==> config.mk <==
export PLATFORM = sky130hd
export DESIGN_NAME = stq_top
export DESIGN_NICKNAME = d
export VERILOG_FILES = /design/src/verilog/stq_pkg.sv /design/src/verilog/stq_alloc.sv /design/src/verilog/stq_entry.sv /design/src/verilog/stq_issue_sel.sv /design/src/verilog/stq_top.sv
export SDC_FILE = /design/constraint.sdc
export NUM_CORES = 1
export LEC_CHECK = 0
export ABC_AREA = 1
export BUFFER_PORTS_ARGS = -buffer_cell sky130_fd_sc_hd__buf_2
export CORE_ASPECT_RATIO = 1.75
export CORE_MARGIN = 4
export CORE_UTILIZATION = 57
export CTS_BUF_LIST = sky130_fd_sc_hd__clkbuf_8
export DETAILED_ROUTE_END_ITERATION = 6
export GPL_TIMING_DRIVEN = 0
export PLACE_DENSITY = 0.79
export SLEW_MARGIN = 20
export SYNTH_ARGS = -nofsm -noshare
export SYNTH_HDL_FRONTEND = slang
export SYNTH_HIERARCHICAL = 1
export SYNTH_SLANG_ARGS = --single-unit
==> constraint.sdc <==
create_clock -name i_clk -period 5.5 [get_ports i_clk]
set_input_delay 1.1 -clock i_clk [delete_from_list [all_inputs] [get_ports i_clk]]
set_output_delay 1.1 -clock i_clk [all_outputs]
set_load 0.05 [all_outputs]
==> src/verilog/stq_pkg.sv <==
package stq_pkg;

  // Queue shape defaults, overridden through stq_top parameters
  localparam int STQ_ENTRIES = 4;
  localparam int LRQ_ENTRIES = 4;

  localparam int CMT_ID_W = 5;  // Commit block id
  localparam int GRP_W    = 4;  // One bit per dispatch slot
  localparam int PADDR_W  = 32;
  localparam int DATA_W   = 32;

  // Per-entry store state
  typedef enum logic [2:0] {
    STQ_INIT             = 3'd0,  // Waiting for EX1
    STQ_TLB_HAZ          = 3'd1,
    STQ_READY            = 3'd2,  // Rerun requested
    STQ_DONE             = 3'd3,  // Waiting for commit
    STQ_COMMIT           = 3'd4,  // L1D request pending
    STQ_COMMIT_L1D_CHECK = 3'd5,
    STQ_WAIT_LRQ_REFILL  = 3'd6,
    STQ_L1D_UPDATE       = 3'd7
  } stq_state_e;

endpackage

==> src/verilog/stq_alloc.sv <==
`timescale 1ns/100ps

module stq_alloc #(
  parameter int STQ_ENTRIES = stq_pkg::STQ_ENTRIES
) (
  input  logic                           i_disp_valid,
  input  logic [STQ_ENTRIES-1:0]         i_entry_valid,
  output logic [STQ_ENTRIES-1:0]         o_disp_load,
  output logic [$clog2(STQ_ENTRIES)-1:0] o_disp_stq_idx,
  output logic                           o_disp_full
);

  localparam int IDX_W = $clog2(STQ_ENTRIES);

  logic [IDX_W-1:0] free_idx;
  logic             free_found;

  // Lowest free entry wins
  always_comb begin
    free_idx   = '0;
    free_found = 1'b0;
    for (int i = STQ_ENTRIES - 1; i >= 0; i--) begin
      if (!i_entry_valid[i]) begin
        free_idx   = IDX_W'(i);
        free_found = 1'b1;
      end
    end
  end

  assign o_disp_full    = ~free_found;
  assign o_disp_stq_idx = free_idx;

  always_comb begin
    o_disp_load = '0;
    if (i_disp_valid && free_found) begin
      o_disp_load[free_idx] = 1'b1;
    end
  end

endmodule

==> src/verilog/stq_entry.sv <==
`timescale 1ns/100ps

module stq_entry #(
  parameter int LRQ_ENTRIES = stq_pkg::LRQ_ENTRIES
) (
  input  logic                         i_clk,
  input  logic                         i_reset_n,

  input  logic                         i_disp_load,
  input  logic [stq_pkg::CMT_ID_W-1:0] i_disp_cmt_id,
  input  logic [stq_pkg::GRP_W-1:0]    i_disp_grp_id,

  input  logic                         i_ex1_valid,  // Already decoded for this entry
  input  logic                         i_ex1_hazard,
  input  logic [stq_pkg::PADDR_W-1:0]  i_ex1_paddr,
  input  logic [stq_pkg::DATA_W-1:0]   i_ex1_data,

  input  logic                         i_tlb_resolve,
  input  logic                         i_rerun_accept,

  input  logic                         i_commit_valid,
  input  logic [stq_pkg::CMT_ID_W-1:0] i_commit_cmt_id,
  input  logic [stq_pkg::GRP_W-1:0]    i_commit_grp_id,

  input  logic                         i_req_accept,
  input  logic                         i_l1d_rd_miss,
  input  logic                         i_l1d_rd_conflict,
  input  logic [LRQ_ENTRIES-1:0]       i_l1d_lrq_idx_oh,
  input  logic                         i_l1d_wr_conflict,

  input  logic                         i_lrq_resolve_valid,
  input  logic [LRQ_ENTRIES-1:0]       i_lrq_resolve_idx_oh,

  output logic                         o_valid,
  output stq_pkg::stq_state_e          o_state,
  output logic [stq_pkg::PADDR_W-1:0]  o_paddr,
  output logic [stq_pkg::DATA_W-1:0]   o_data
);

  import stq_pkg::*;

  logic                   r_valid;
  stq_state_e             r_state;
  logic [CMT_ID_W-1:0]    r_cmt_id;
  logic [GRP_W-1:0]       r_grp_id;
  logic [PADDR_W-1:0]     r_paddr;
  logic [DATA_W-1:0]      r_data;
  logic [LRQ_ENTRIES-1:0] r_lrq_idx_oh;  // Refill slot we wait on

  logic w_ex1_upd;
  logic w_commit_hit;
  logic w_rd_miss;

  assign w_ex1_upd = r_valid && (r_state == STQ_INIT) && i_ex1_valid && !i_disp_load;
  assign w_commit_hit = i_commit_valid && (i_commit_cmt_id == r_cmt_id) &&
                        (|(i_commit_grp_id & r_grp_id));
  assign w_rd_miss = (r_state == STQ_COMMIT_L1D_CHECK) && i_l1d_rd_miss;

  always_ff @(posedge i_clk, negedge i_reset_n) begin
    if (!i_reset_n) begin
      r_valid <= 1'b0;
      r_state <= STQ_INIT;
    end else begin
      case (r_state)
        STQ_INIT: begin
          if (i_disp_load) begin
            r_valid <= 1'b1;
          end else if (w_ex1_upd) begin
            r_state <= i_ex1_hazard ? STQ_TLB_HAZ : STQ_DONE;
          end
        end
        STQ_TLB_HAZ: if (i_tlb_resolve) r_state <= STQ_READY;
        STQ_READY:   if (i_rerun_accept) r_state <= STQ_INIT;  // Valid stays set
        STQ_DONE:    if (w_commit_hit) r_state <= STQ_COMMIT;
        STQ_COMMIT:  if (i_req_accept) r_state <= STQ_COMMIT_L1D_CHECK;
        STQ_COMMIT_L1D_CHECK: begin
          if (i_l1d_rd_miss) begin
            r_state <= STQ_WAIT_LRQ_REFILL;
          end else if (i_l1d_rd_conflict) begin
            r_state <= STQ_COMMIT;  // Replay
          end else begin
            r_state <= STQ_L1D_UPDATE;
          end
        end
        STQ_WAIT_LRQ_REFILL: begin
          if (i_lrq_resolve_valid && (i_lrq_resolve_idx_oh == r_lrq_idx_oh)) begin
            r_state <= STQ_COMMIT;
          end
        end
        STQ_L1D_UPDATE: begin
          if (i_l1d_wr_conflict) begin
            r_state <= STQ_COMMIT;  // Replay
          end else begin
            r_state <= STQ_INIT;
            r_valid <= 1'b0;  // Written, slot free again
          end
        end
      endcase
    end
  end

  always_ff @(posedge i_clk) begin
    if (i_disp_load) begin
      r_cmt_id <= i_disp_cmt_id;
      r_grp_id <= i_disp_grp_id;
    end
    if (w_ex1_upd) begin
      r_paddr <= i_ex1_paddr;
      r_data  <= i_ex1_data;
    end
    if (w_rd_miss) r_lrq_idx_oh <= i_l1d_lrq_idx_oh;
  end

  assign o_valid = r_valid;
  assign o_state = r_state;
  assign o_paddr = r_paddr;
  assign o_data  = r_data;

endmodule

==> src/verilog/stq_issue_sel.sv <==
`timescale 1ns/100ps

module stq_issue_sel #(
  parameter int STQ_ENTRIES = stq_pkg::STQ_ENTRIES
) (
  input  stq_pkg::stq_state_e [STQ_ENTRIES-1:0]           i_state,
  input  logic [STQ_ENTRIES-1:0][stq_pkg::PADDR_W-1:0]    i_paddr,
  input  logic [STQ_ENTRIES-1:0][stq_pkg::DATA_W-1:0]     i_data,

  input  logic                                            i_rerun_accept,
  input  logic                                            i_l1d_req_accept,
  input  logic                                            i_l1d_wr_conflict,

  output logic                                            o_rerun_valid,
  output logic [$clog2(STQ_ENTRIES)-1:0]                  o_rerun_idx,
  output logic [STQ_ENTRIES-1:0]                          o_entry_rerun_accept,

  output logic                                            o_l1d_req_valid,
  output logic [$clog2(STQ_ENTRIES)-1:0]                  o_l1d_req_idx,
  output logic [stq_pkg::PADDR_W-1:0]                     o_l1d_req_paddr,
  output logic [stq_pkg::DATA_W-1:0]                      o_l1d_req_data,
  output logic [STQ_ENTRIES-1:0]                          o_entry_req_accept,

  output logic                                            o_store_done,
  output logic [stq_pkg::PADDR_W-1:0]                     o_store_done_paddr,
  output logic [stq_pkg::DATA_W-1:0]                      o_store_done_data
);

  import stq_pkg::*;

  localparam int IDX_W = $clog2(STQ_ENTRIES);

  logic [IDX_W-1:0] upd_idx;
  logic             upd_found;

  // Scan from the top so the lowest match is left standing
  always_comb begin
    o_rerun_valid   = 1'b0;
    o_rerun_idx     = '0;
    o_l1d_req_valid = 1'b0;
    o_l1d_req_idx   = '0;
    upd_found       = 1'b0;
    upd_idx         = '0;
    for (int i = STQ_ENTRIES - 1; i >= 0; i--) begin
      if (i_state[i] == STQ_READY) begin
        o_rerun_valid = 1'b1;
        o_rerun_idx   = IDX_W'(i);
      end
      if (i_state[i] == STQ_COMMIT) begin
        o_l1d_req_valid = 1'b1;
        o_l1d_req_idx   = IDX_W'(i);
      end
      if (i_state[i] == STQ_L1D_UPDATE) begin  // At most one
        upd_found = 1'b1;
        upd_idx   = IDX_W'(i);
      end
    end
  end

  assign o_l1d_req_paddr = i_paddr[o_l1d_req_idx];
  assign o_l1d_req_data  = i_data[o_l1d_req_idx];

  always_comb begin
    o_entry_rerun_accept = '0;
    o_entry_req_accept   = '0;
    if (o_rerun_valid && i_rerun_accept) o_entry_rerun_accept[o_rerun_idx] = 1'b1;
    if (o_l1d_req_valid && i_l1d_req_accept) o_entry_req_accept[o_l1d_req_idx] = 1'b1;
  end

  assign o_store_done       = upd_found && !i_l1d_wr_conflict;
  assign o_store_done_paddr = i_paddr[upd_idx];
  assign o_store_done_data  = i_data[upd_idx];

endmodule

==> src/verilog/stq_top.sv <==
`timescale 1ns/100ps

module stq_top #(
  parameter int STQ_ENTRIES = stq_pkg::STQ_ENTRIES,
  parameter int LRQ_ENTRIES = stq_pkg::LRQ_ENTRIES
) (
  input  logic                           i_clk,
  input  logic                           i_reset_n,

  input  logic                           i_disp_valid,
  input  logic [stq_pkg::CMT_ID_W-1:0]   i_disp_cmt_id,
  input  logic [stq_pkg::GRP_W-1:0]      i_disp_grp_id,
  output logic [$clog2(STQ_ENTRIES)-1:0] o_disp_stq_idx,
  output logic                           o_disp_full,

  input  logic                           i_ex1_valid,
  input  logic [$clog2(STQ_ENTRIES)-1:0] i_ex1_stq_idx,
  input  logic                           i_ex1_hazard,
  input  logic [stq_pkg::PADDR_W-1:0]    i_ex1_paddr,
  input  logic [stq_pkg::DATA_W-1:0]     i_ex1_data,

  input  logic                           i_tlb_resolve,

  input  logic                           i_rerun_accept,
  output logic                           o_rerun_valid,
  output logic [$clog2(STQ_ENTRIES)-1:0] o_rerun_idx,

  input  logic                           i_commit_valid,
  input  logic [stq_pkg::CMT_ID_W-1:0]   i_commit_cmt_id,
  input  logic [stq_pkg::GRP_W-1:0]      i_commit_grp_id,

  input  logic                           i_l1d_req_accept,
  output logic                           o_l1d_req_valid,
  output logic [$clog2(STQ_ENTRIES)-1:0] o_l1d_req_idx,
  output logic [stq_pkg::PADDR_W-1:0]    o_l1d_req_paddr,
  output logic [stq_pkg::DATA_W-1:0]     o_l1d_req_data,

  input  logic                           i_l1d_rd_miss,
  input  logic                           i_l1d_rd_conflict,
  input  logic [LRQ_ENTRIES-1:0]         i_l1d_lrq_idx_oh,
  input  logic                           i_l1d_wr_conflict,

  input  logic                           i_lrq_resolve_valid,
  input  logic [LRQ_ENTRIES-1:0]         i_lrq_resolve_idx_oh,

  output logic                           o_store_done,
  output logic [stq_pkg::PADDR_W-1:0]    o_store_done_paddr,
  output logic [stq_pkg::DATA_W-1:0]     o_store_done_data
);

  import stq_pkg::*;

  localparam int IDX_W = $clog2(STQ_ENTRIES);

  logic [STQ_ENTRIES-1:0]              w_disp_load;
  logic [STQ_ENTRIES-1:0]              w_ex1_valid;
  logic [STQ_ENTRIES-1:0]              w_rerun_accept;
  logic [STQ_ENTRIES-1:0]              w_req_accept;
  logic [STQ_ENTRIES-1:0]              w_valid;
  stq_state_e [STQ_ENTRIES-1:0]        w_state;
  logic [STQ_ENTRIES-1:0][PADDR_W-1:0] w_paddr;
  logic [STQ_ENTRIES-1:0][DATA_W-1:0]  w_data;

  stq_alloc #(
    .STQ_ENTRIES (STQ_ENTRIES)
  ) u_alloc (
    .i_disp_valid   (i_disp_valid),
    .i_entry_valid  (w_valid),
    .o_disp_load    (w_disp_load),
    .o_disp_stq_idx (o_disp_stq_idx),
    .o_disp_full    (o_disp_full)
  );

  for (genvar g = 0; g < STQ_ENTRIES; g++) begin : g_entry
    assign w_ex1_valid[g] = i_ex1_valid && (i_ex1_stq_idx == IDX_W'(g));

    stq_entry #(
      .LRQ_ENTRIES (LRQ_ENTRIES)
    ) u_entry (
      .i_clk                (i_clk),
      .i_reset_n            (i_reset_n),
      .i_disp_load          (w_disp_load[g]),
      .i_disp_cmt_id        (i_disp_cmt_id),
      .i_disp_grp_id        (i_disp_grp_id),
      .i_ex1_valid          (w_ex1_valid[g]),
      .i_ex1_hazard         (i_ex1_hazard),
      .i_ex1_paddr          (i_ex1_paddr),
      .i_ex1_data           (i_ex1_data),
      .i_tlb_resolve        (i_tlb_resolve),
      .i_rerun_accept       (w_rerun_accept[g]),
      .i_commit_valid       (i_commit_valid),
      .i_commit_cmt_id      (i_commit_cmt_id),
      .i_commit_grp_id      (i_commit_grp_id),
      .i_req_accept         (w_req_accept[g]),
      .i_l1d_rd_miss        (i_l1d_rd_miss),  // Only the entry in check reacts
      .i_l1d_rd_conflict    (i_l1d_rd_conflict),
      .i_l1d_lrq_idx_oh     (i_l1d_lrq_idx_oh),
      .i_l1d_wr_conflict    (i_l1d_wr_conflict),
      .i_lrq_resolve_valid  (i_lrq_resolve_valid),
      .i_lrq_resolve_idx_oh (i_lrq_resolve_idx_oh),
      .o_valid              (w_valid[g]),
      .o_state              (w_state[g]),
      .o_paddr              (w_paddr[g]),
      .o_data               (w_data[g])
    );
  end

  stq_issue_sel #(
    .STQ_ENTRIES (STQ_ENTRIES)
  ) u_issue_sel (
    .i_state              (w_state),
    .i_paddr              (w_paddr),
    .i_data               (w_data),
    .i_rerun_accept       (i_rerun_accept),
    .i_l1d_req_accept     (i_l1d_req_accept),
    .i_l1d_wr_conflict    (i_l1d_wr_conflict),
    .o_rerun_valid        (o_rerun_valid),
    .o_rerun_idx          (o_rerun_idx),
    .o_entry_rerun_accept (w_rerun_accept),
    .o_l1d_req_valid      (o_l1d_req_valid),
    .o_l1d_req_idx        (o_l1d_req_idx),
    .o_l1d_req_paddr      (o_l1d_req_paddr),
    .o_l1d_req_data       (o_l1d_req_data),
    .o_entry_req_accept   (w_req_accept),
    .o_store_done         (o_store_done),
    .o_store_done_paddr   (o_store_done_paddr),
    .o_store_done_data    (o_store_done_data)
  );

endmodule

==> results of run 1 <==
## state kept, by name, indices dropped and copies added (netlist names)
name,count
g_entry.u_entry/o_data,128
g_entry.u_entry/o_state,12
g_entry.u_entry/r_lrq_idx_oh,16
g_entry.u_entry/o_valid,4
g_entry.u_entry/r_grp_id,16
g_entry.u_entry/r_cmt_id,20
g_entry.u_entry/o_paddr,128
## cell families (layout without fill, tap and decap cells)
| group | count (synthesis) | after routing | share of synthesized area [%] |
|---|---|---|---|
| flops | 324 | 324 | 55.5 |
| simple gates | 1411 | 1411 | 34.9 |
| buf+inv | 288 | 631 | 8.13 |
| xor+xnor | 4 | 4 | 0.202 |
| compound gates | 37 | 37 | 1.26 |
| other cells | 0 | 6 | 0 |
## metrics by stage
stage          std cells  TNS (ns)  worst slack, ns  area, µm²
2_1_floorplan       2064         0            0.774      17400
3_3_place_gp        2693   -427.06            -1.76      19100
3_5_place_dp        2705         0             2.01      19400
4_1_cts             2794         0             1.36      20400
5_1_grt             2798         0             1.24      20400
6_report            2800         0             1.29      20400
## final cells by class
type,count,area (µm²)
clock buffers,48,661
inverters,177,664
diodes,6,15.0
repair buffers,254,1520
well taps,387,484
plain buffers,111,748
flip-flops and latches,324,9650
clock inverters,41,363
multi-input cells,1452,6350
fillers,2369,9610
## worst max-delay path: cells and delay by family, from the launching register on
family	cells	cell delay [ns]
buffers and inverters	4	1.32
DFF	1	0.51
and+or+nand+nor	5	0.67
## cells in the mapped netlist, drive strengths merged
cell type / count
a21boi: 5
a21oi: 7
a31oi: 1
buf: 92
clkbuf: 19
dfrtp: 16
edfxtp: 308
inv: 177
nand2: 965
nand3: 286
nand3b: 69
nand4: 13
nor2: 53
nor3: 25
o21ai: 12
o21bai: 4
o22ai: 8
xnor2: 4
## layer usage
metal	GRT usage, %	up-vias	part of all wire [%]
met5	0	-	0.073
met4	19.3	8	6.1
met3	5.16	237	8.8
met2	56.5	966	52
met1	34.1	7481	33
li1	-	7360	-
## worst paths after layout
path / cells past startpoint / slack, ns / end / from
max reg2reg: 7 / 3.00 / g_entry[0].u_entry/o_paddr[25]$_DFFE_PP_ / g_entry[1].u_entry/o_valid$_DFFE_PN0P_
min in group i_clk: 2 / 0.60 / g_entry[3].u_entry/o_valid$_DFFE_PN0P_ / g_entry[3].u_entry/o_valid$_DFFE_PN0P_
min reg2reg: 2 / 0.60 / g_entry[3].u_entry/o_valid$_DFFE_PN0P_ / g_entry[3].u_entry/o_valid$_DFFE_PN0P_
max in group asynchronous: 1 / 4.74 / g_entry[1].u_entry/o_valid$_DFFE_PN0P_ / i_reset_n
max: 9 / 1.29 / o_l1d_req_data[19] / g_entry[0].u_entry/o_state[0]$_DFFE_PN0P_
min: 1 / 0.43 / g_entry[0].u_entry/o_state[1]$_DFFE_PN0P_ / i_reset_n
## report_power, final
| group | switching (W) | internal, W | leakage [nW] |
|---|---|---|---|
| Clock | 0.000941 | 0.00115 | 0.555 |
| Combinational | 0.00607 | 0.00184 | 6.23 |
| Sequential | 0.000180 | 0.00294 | 2.98 |
==> results.toml, run 1 <==
[outcome]
status = "complete, no violations"

[clock_tree]
clk_pin_slew_ns = 0.08
cts_buffers = 48
clock_path_buffers = 3
cts_root_buffer = "clkbuf_8"
cts_resized = 0
cts_hold_buf = 0
post-cts-setup-buffers = 0
cts_sinks = 324
cts_tree = "built"
cts_max_level = 2
clk_latency_ns = 0.60

[routing]
viasPerCell = 5.73
drt-total-wl_um = 54500
drc_errors = 0
wl_per_cell_um = 19.5
drt_iter0_drc = 1629
vias = 16100
ant_nets = 0
firstDrtPassIters = 7

[min_path]
hold_path.class = "in2async"

[floorplanning]
die_y_um = 239
initial_core_util_pct = 57.8
die_area_um2 = 33400
row_count = 84
die_w_um = 140
fp.coreArea_um2 = 30100
ios = 243

[finish]
nets = 2473
syn_to_final_growth_pct = 17.7
layout_commonest_cell = "nand2_1"
final_cell_mix = "956 x nand2_1, 308 x edfxtp_1, 280 x nand3_1"
final_core_util_pct = 68.0
drive_above_1_share_pct = 18.0

[global_route]
grt_max_degree = 23
antenna_found_initial = 10
grt_pass1_vias = 15400
grt_overflow = 0
grt_pass1_wl_um = 81400
grt_usage_pct = 31.3

[sta]
worstMarginPinSlew_ns = 1.04
clock.fmax_mhz = 237
finalCritPeriodShare_pct = 76.6
hold_ws_ns = 0.432
relSlewSlack_pct = 30.6
setup_viol = 0
min_period_ns = 4.21
hold_violations = 0
grt_setup_unrepaired = "false"
skew_ns = 0.0240
slew_violations = 0

[logic_synthesis]
synth.largest_area_cell = "edfxtp_1"
yosysSeqAreaShare_pct = 55.5
netlist_area_um2 = 17400
yosysWarnings = 6
synth_seq_cells = 324
syn_avg_cell_area_um2 = 8.42
synth_area_leaders = "edfxtp_1 53%, nand2_1 21%, nand3_1 8.1%"
netlist_instances = 2064
synth_top_area_share_pct = 53.2
yosysUniqueCellTypes = 28
synth_nets = 2169

[critical_path]
path_class = "reg2out"
cp_max_fo = 10
slowest_stage = "clkbuf_1"
worstSetupStartpointType = "flop"
slowest_delay_ns = 0.58
timing.critical_path.required_ns = 4.40
end_kind = "primary output"
cp.arrival_ns = 3.11
path_cells = "inv_1 -> nand3_2 -> buf_2 -> clkbuf_1 -> nand3_1 -> nand2_1 -> nand2_1 -> nand2_1 -> buf_2"
crit_top_cell = "nand2_1"

[power_and_ir_drop]
ir_worst_vdd_mv = 0.709
p_per_area_nw_per_um2 = 642
total_power_w = 0.0131
leakagePower_nw = 9.76

[place]
numPortBuffers = 242
post-dp-hpwl_um = 39000
routabilityCongestion = 0.909

[job]
cap_violations = 0
No activity file was read; power rests on OpenSTA's default activity.
==> inputs of run 2 (changes only) <==
--- a/config.mk
+++ b/config.mk
@@ -5,7 +5,7 @@
 export SDC_FILE = /design/constraint.sdc
 export NUM_CORES = 1
 export LEC_CHECK = 0
-export ABC_AREA = 1
+export ABC_AREA = 0
 export BUFFER_PORTS_ARGS = -buffer_cell sky130_fd_sc_hd__buf_2
 export CORE_ASPECT_RATIO = 1.75
 export CORE_MARGIN = 4
@@ -13,7 +13,7 @@
 export CTS_BUF_LIST = sky130_fd_sc_hd__clkbuf_8
 export DETAILED_ROUTE_END_ITERATION = 6
 export GPL_TIMING_DRIVEN = 0
-export PLACE_DENSITY = 0.79
+export PLACE_DENSITY = 0.8
 export SLEW_MARGIN = 20
 export SYNTH_ARGS = -nofsm -noshare
 export SYNTH_HDL_FRONTEND = slang
==> constraint.sdc (replaced) <==
create_clock -name i_clk -period 4.1 [get_ports i_clk]
set_input_delay 0.82 -clock i_clk [delete_from_list [all_inputs] [get_ports i_clk]]
set_output_delay 0.82 -clock i_clk [all_outputs]
set_load 0.05 [all_outputs]
==> run 2 against run 1 <==
Against the previous run:
- critical path depth is 2 lower
- clock-buffer cell count is 4 lower
- routed wire length is 23% lower
- clock skew hardly changed
- critical path type unchanged
- largest cell class unchanged
- highest routed layer unchanged
==> results.toml, run 2 <==
[sta]
slew_violations = 0
clock.fmax_mhz = 264
finalCritPeriodShare_pct = 92.5
setup_viol = 0
relSlewSlack_pct = 26.2
hold_ws_ns = 0.179
hold_violations = 0
worstMarginPinSlew_ns = 1.10
grt_setup_unrepaired = "false"
min_period_ns = 3.79
skew_ns = 0.0240
worst_slack_ns = 0.306

[logic_synthesis]
synth_area_leaders = "edfxtp_1 60%, mux2i_1 12%, a221o_1 4.2%"
dominantRegCellSynth = "edfxtp_1"
yosysUniqueCellTypes = 50
synth.largest_area_cell = "edfxtp_1"
netlist_instances = 1091
synth_seq_cells = 324
synth_nets = 1196
netlist_area_um2 = 15400
yosysWarnings = 6
syn_avg_cell_area_um2 = 14.1
synthArstFlopShare_pct = 4.94
synth_most_common_cell = "edfxtp_1"
synth_edf_count = 308
yosysSeqAreaShare_pct = 62.6
synth.top_cells.by_count = "308 x edfxtp_1, 192 x mux2i_1, 83 x a21oi_1"
synth_top_area_share_pct = 60.0

[global_route]
grt_max_degree = 17
grt_overflow = 0
grt_pass1_wl_um = 62600
grt_pass1_vias = 11300
grt_usage_pct = 27.3
antenna_found_initial = 6

[finish]
drive_above_1_share_pct = 29.2
nets = 1505
ff_latch_area_um2 = 9650
layout_commonest_cell = "edfxtp_1"
final_core_util_pct = 68.6
final_cell_mix = "308 x edfxtp_1, 286 x buf_2, 192 x mux2i_1"
n_fill_cell = 1862
syn_to_final_growth_pct = 18.4
multiInputGateArea_um2 = 5240

[clock_tree]
cts_hold_buf = 0
cts_buffers = 44
post-cts-setup-buffers = 0
cts_tree = "built"
cts_resized = 0
clk_pin_slew_ns = 0.07
clk_latency_ns = 0.58
cts_root_buffer = "clkbuf_8"
clock_path_buffers = 3
cts_sinks = 324
cts_max_level = 2

[floorplanning]
die_w_um = 132
die_y_um = 225
initial_core_util_pct = 57.9
die_area_um2 = 29800
fp.coreArea_um2 = 26600
ios = 243
row_count = 79

[routing]
vias = 10900
firstDrtPassIters = 5
wl_per_cell_um = 23.7
drc_errors = 0
drt-total-wl_um = 41700
drt_iter0_drc = 684
ant_nets = 0
viasPerCell = 6.20

[critical_path]
worst-path-buf-inv = 3
worstSetupStartpointType = "flop"
timing.critical_path.required_ns = 3.28
end_kind = "primary output"
cp_max_fo = 10
path_cells = "nor3b_4 -> buf_2 -> buf_2 -> nand2_1 -> a21oi_1 -> a221o_1 -> buf_2"
crit_top_cell = "buf_2"
path_delay_family = "buffers and inverters"
cp.arrival_ns = 2.97
slowest_stage = "nor3b_4"
slowest_delay_ns = 0.53
path_class = "reg2out"

[outcome]
status = "complete, no violations"

[place]
pre_cts_ws_ns = 0.927
routabilityCongestion = 0.883
post-dp-hpwl_um = 30100
numPortBuffers = 242

[job]
cap_violations = 0

[min_path]
hold_path.class = "in2async"
run 2: changes by cell type in the layout (fill, tap and decap cells not counted), moves of 13 or more:
| cell | previous run | this run |
|---|---|---|
| a21oi_1 | 7 | 83 |
| a221o_1 | 0 | 64 |
| buf_1 | 14 | 0 |
| buf_2 | 261 | 286 |
| buf_4 | 36 | 0 |
| buf_8 | 0 | 15 |
| inv_1 | 177 | 10 |
| mux2i_1 | 0 | 192 |
| nand2_1 | 956 | 82 |
| nand3_1 | 280 | 7 |
| nand3b_1 | 69 | 4 |
| nand4_1 | 13 | 68 |
| nor3_1 | 20 | 7 |
| xnor2_1 | 4 | 24 |
run 2: per-stage QoR:
stage	instances	instance area [µm²]	TNS (ns)
5_1_grt	1762	18200	0
3_3_place_gp	1657	17100	-152.90
6_report	1763	18200	0
2_1_floorplan	1091	15400	0
4_1_cts	1758	18200	0
3_5_place_dp	1678	17400	0
run 2: final timing paths:
check | start | end | slack (ns) | depth (start not counted)
min reg2reg | g_entry[1].u_entry/o_valid$_DFFE_PN0P_ | g_entry[1].u_entry/o_valid$_DFFE_PN0P_ | 0.69 | 2
max reg2reg | g_entry[2].u_entry/o_state[2]$_DFFE_PN0P_ | g_entry[2].u_entry/o_state[1]$_DFFE_PN0P_ | 1.27 | 9
min in group i_clk | i_ex1_data[5] | g_entry[2].u_entry/o_data[5]$_DFFE_PP_ | 0.45 | 1
min | i_reset_n | g_entry[2].u_entry/o_state[2]$_DFFE_PN0P_ | 0.18 | 1
max in group asynchronous | i_reset_n | g_entry[0].u_entry/o_state[0]$_DFFE_PN0P_ | 3.61 | 1
max | g_entry[1].u_entry/o_state[1]$_DFFE_PN0P_ | o_l1d_req_data[22] | 0.31 | 7
run 2: cell families after synthesis:
logic type             synth area share [%]
AO/OA/AOI/OAI                          9.30
AND/OR/NAND/NOR                        9.32
buffers and inverters                  3.63
XOR/XNOR                               2.05
multiplexers                           13.1
flip-flops                             62.6
run 2: routing by layer:
layer  up-vias  track usage, %  share of wire [%]
met5         -               0              0.048
met4         4            14.2                5.2
met3       122            5.25                6.6
met2       470            50.3                 54
met1      5388            29.7                 34
li1       4947               -                  -
run 2: cell type report:
| type | instances | share of cell area (%) |
|---|---|---|
| diodes | 5 | 0.0686 |
| inverters | 2 | 0.0412 |
| multi-input cells | 683 | 28.7 |
| repair buffers | 263 | 8.51 |
| clock inverters | 36 | 1.16 |
| clock buffers | 44 | 3.32 |
| plain buffers | 82 | 3.03 |
| well taps | 324 | 2.22 |
| flip-flops and latches | 324 | 52.9 |
Power of run 2 is left out: the tool's default activity adds up to more than one toggle a clock period on the data nets, which glitch-free logic cannot reach.
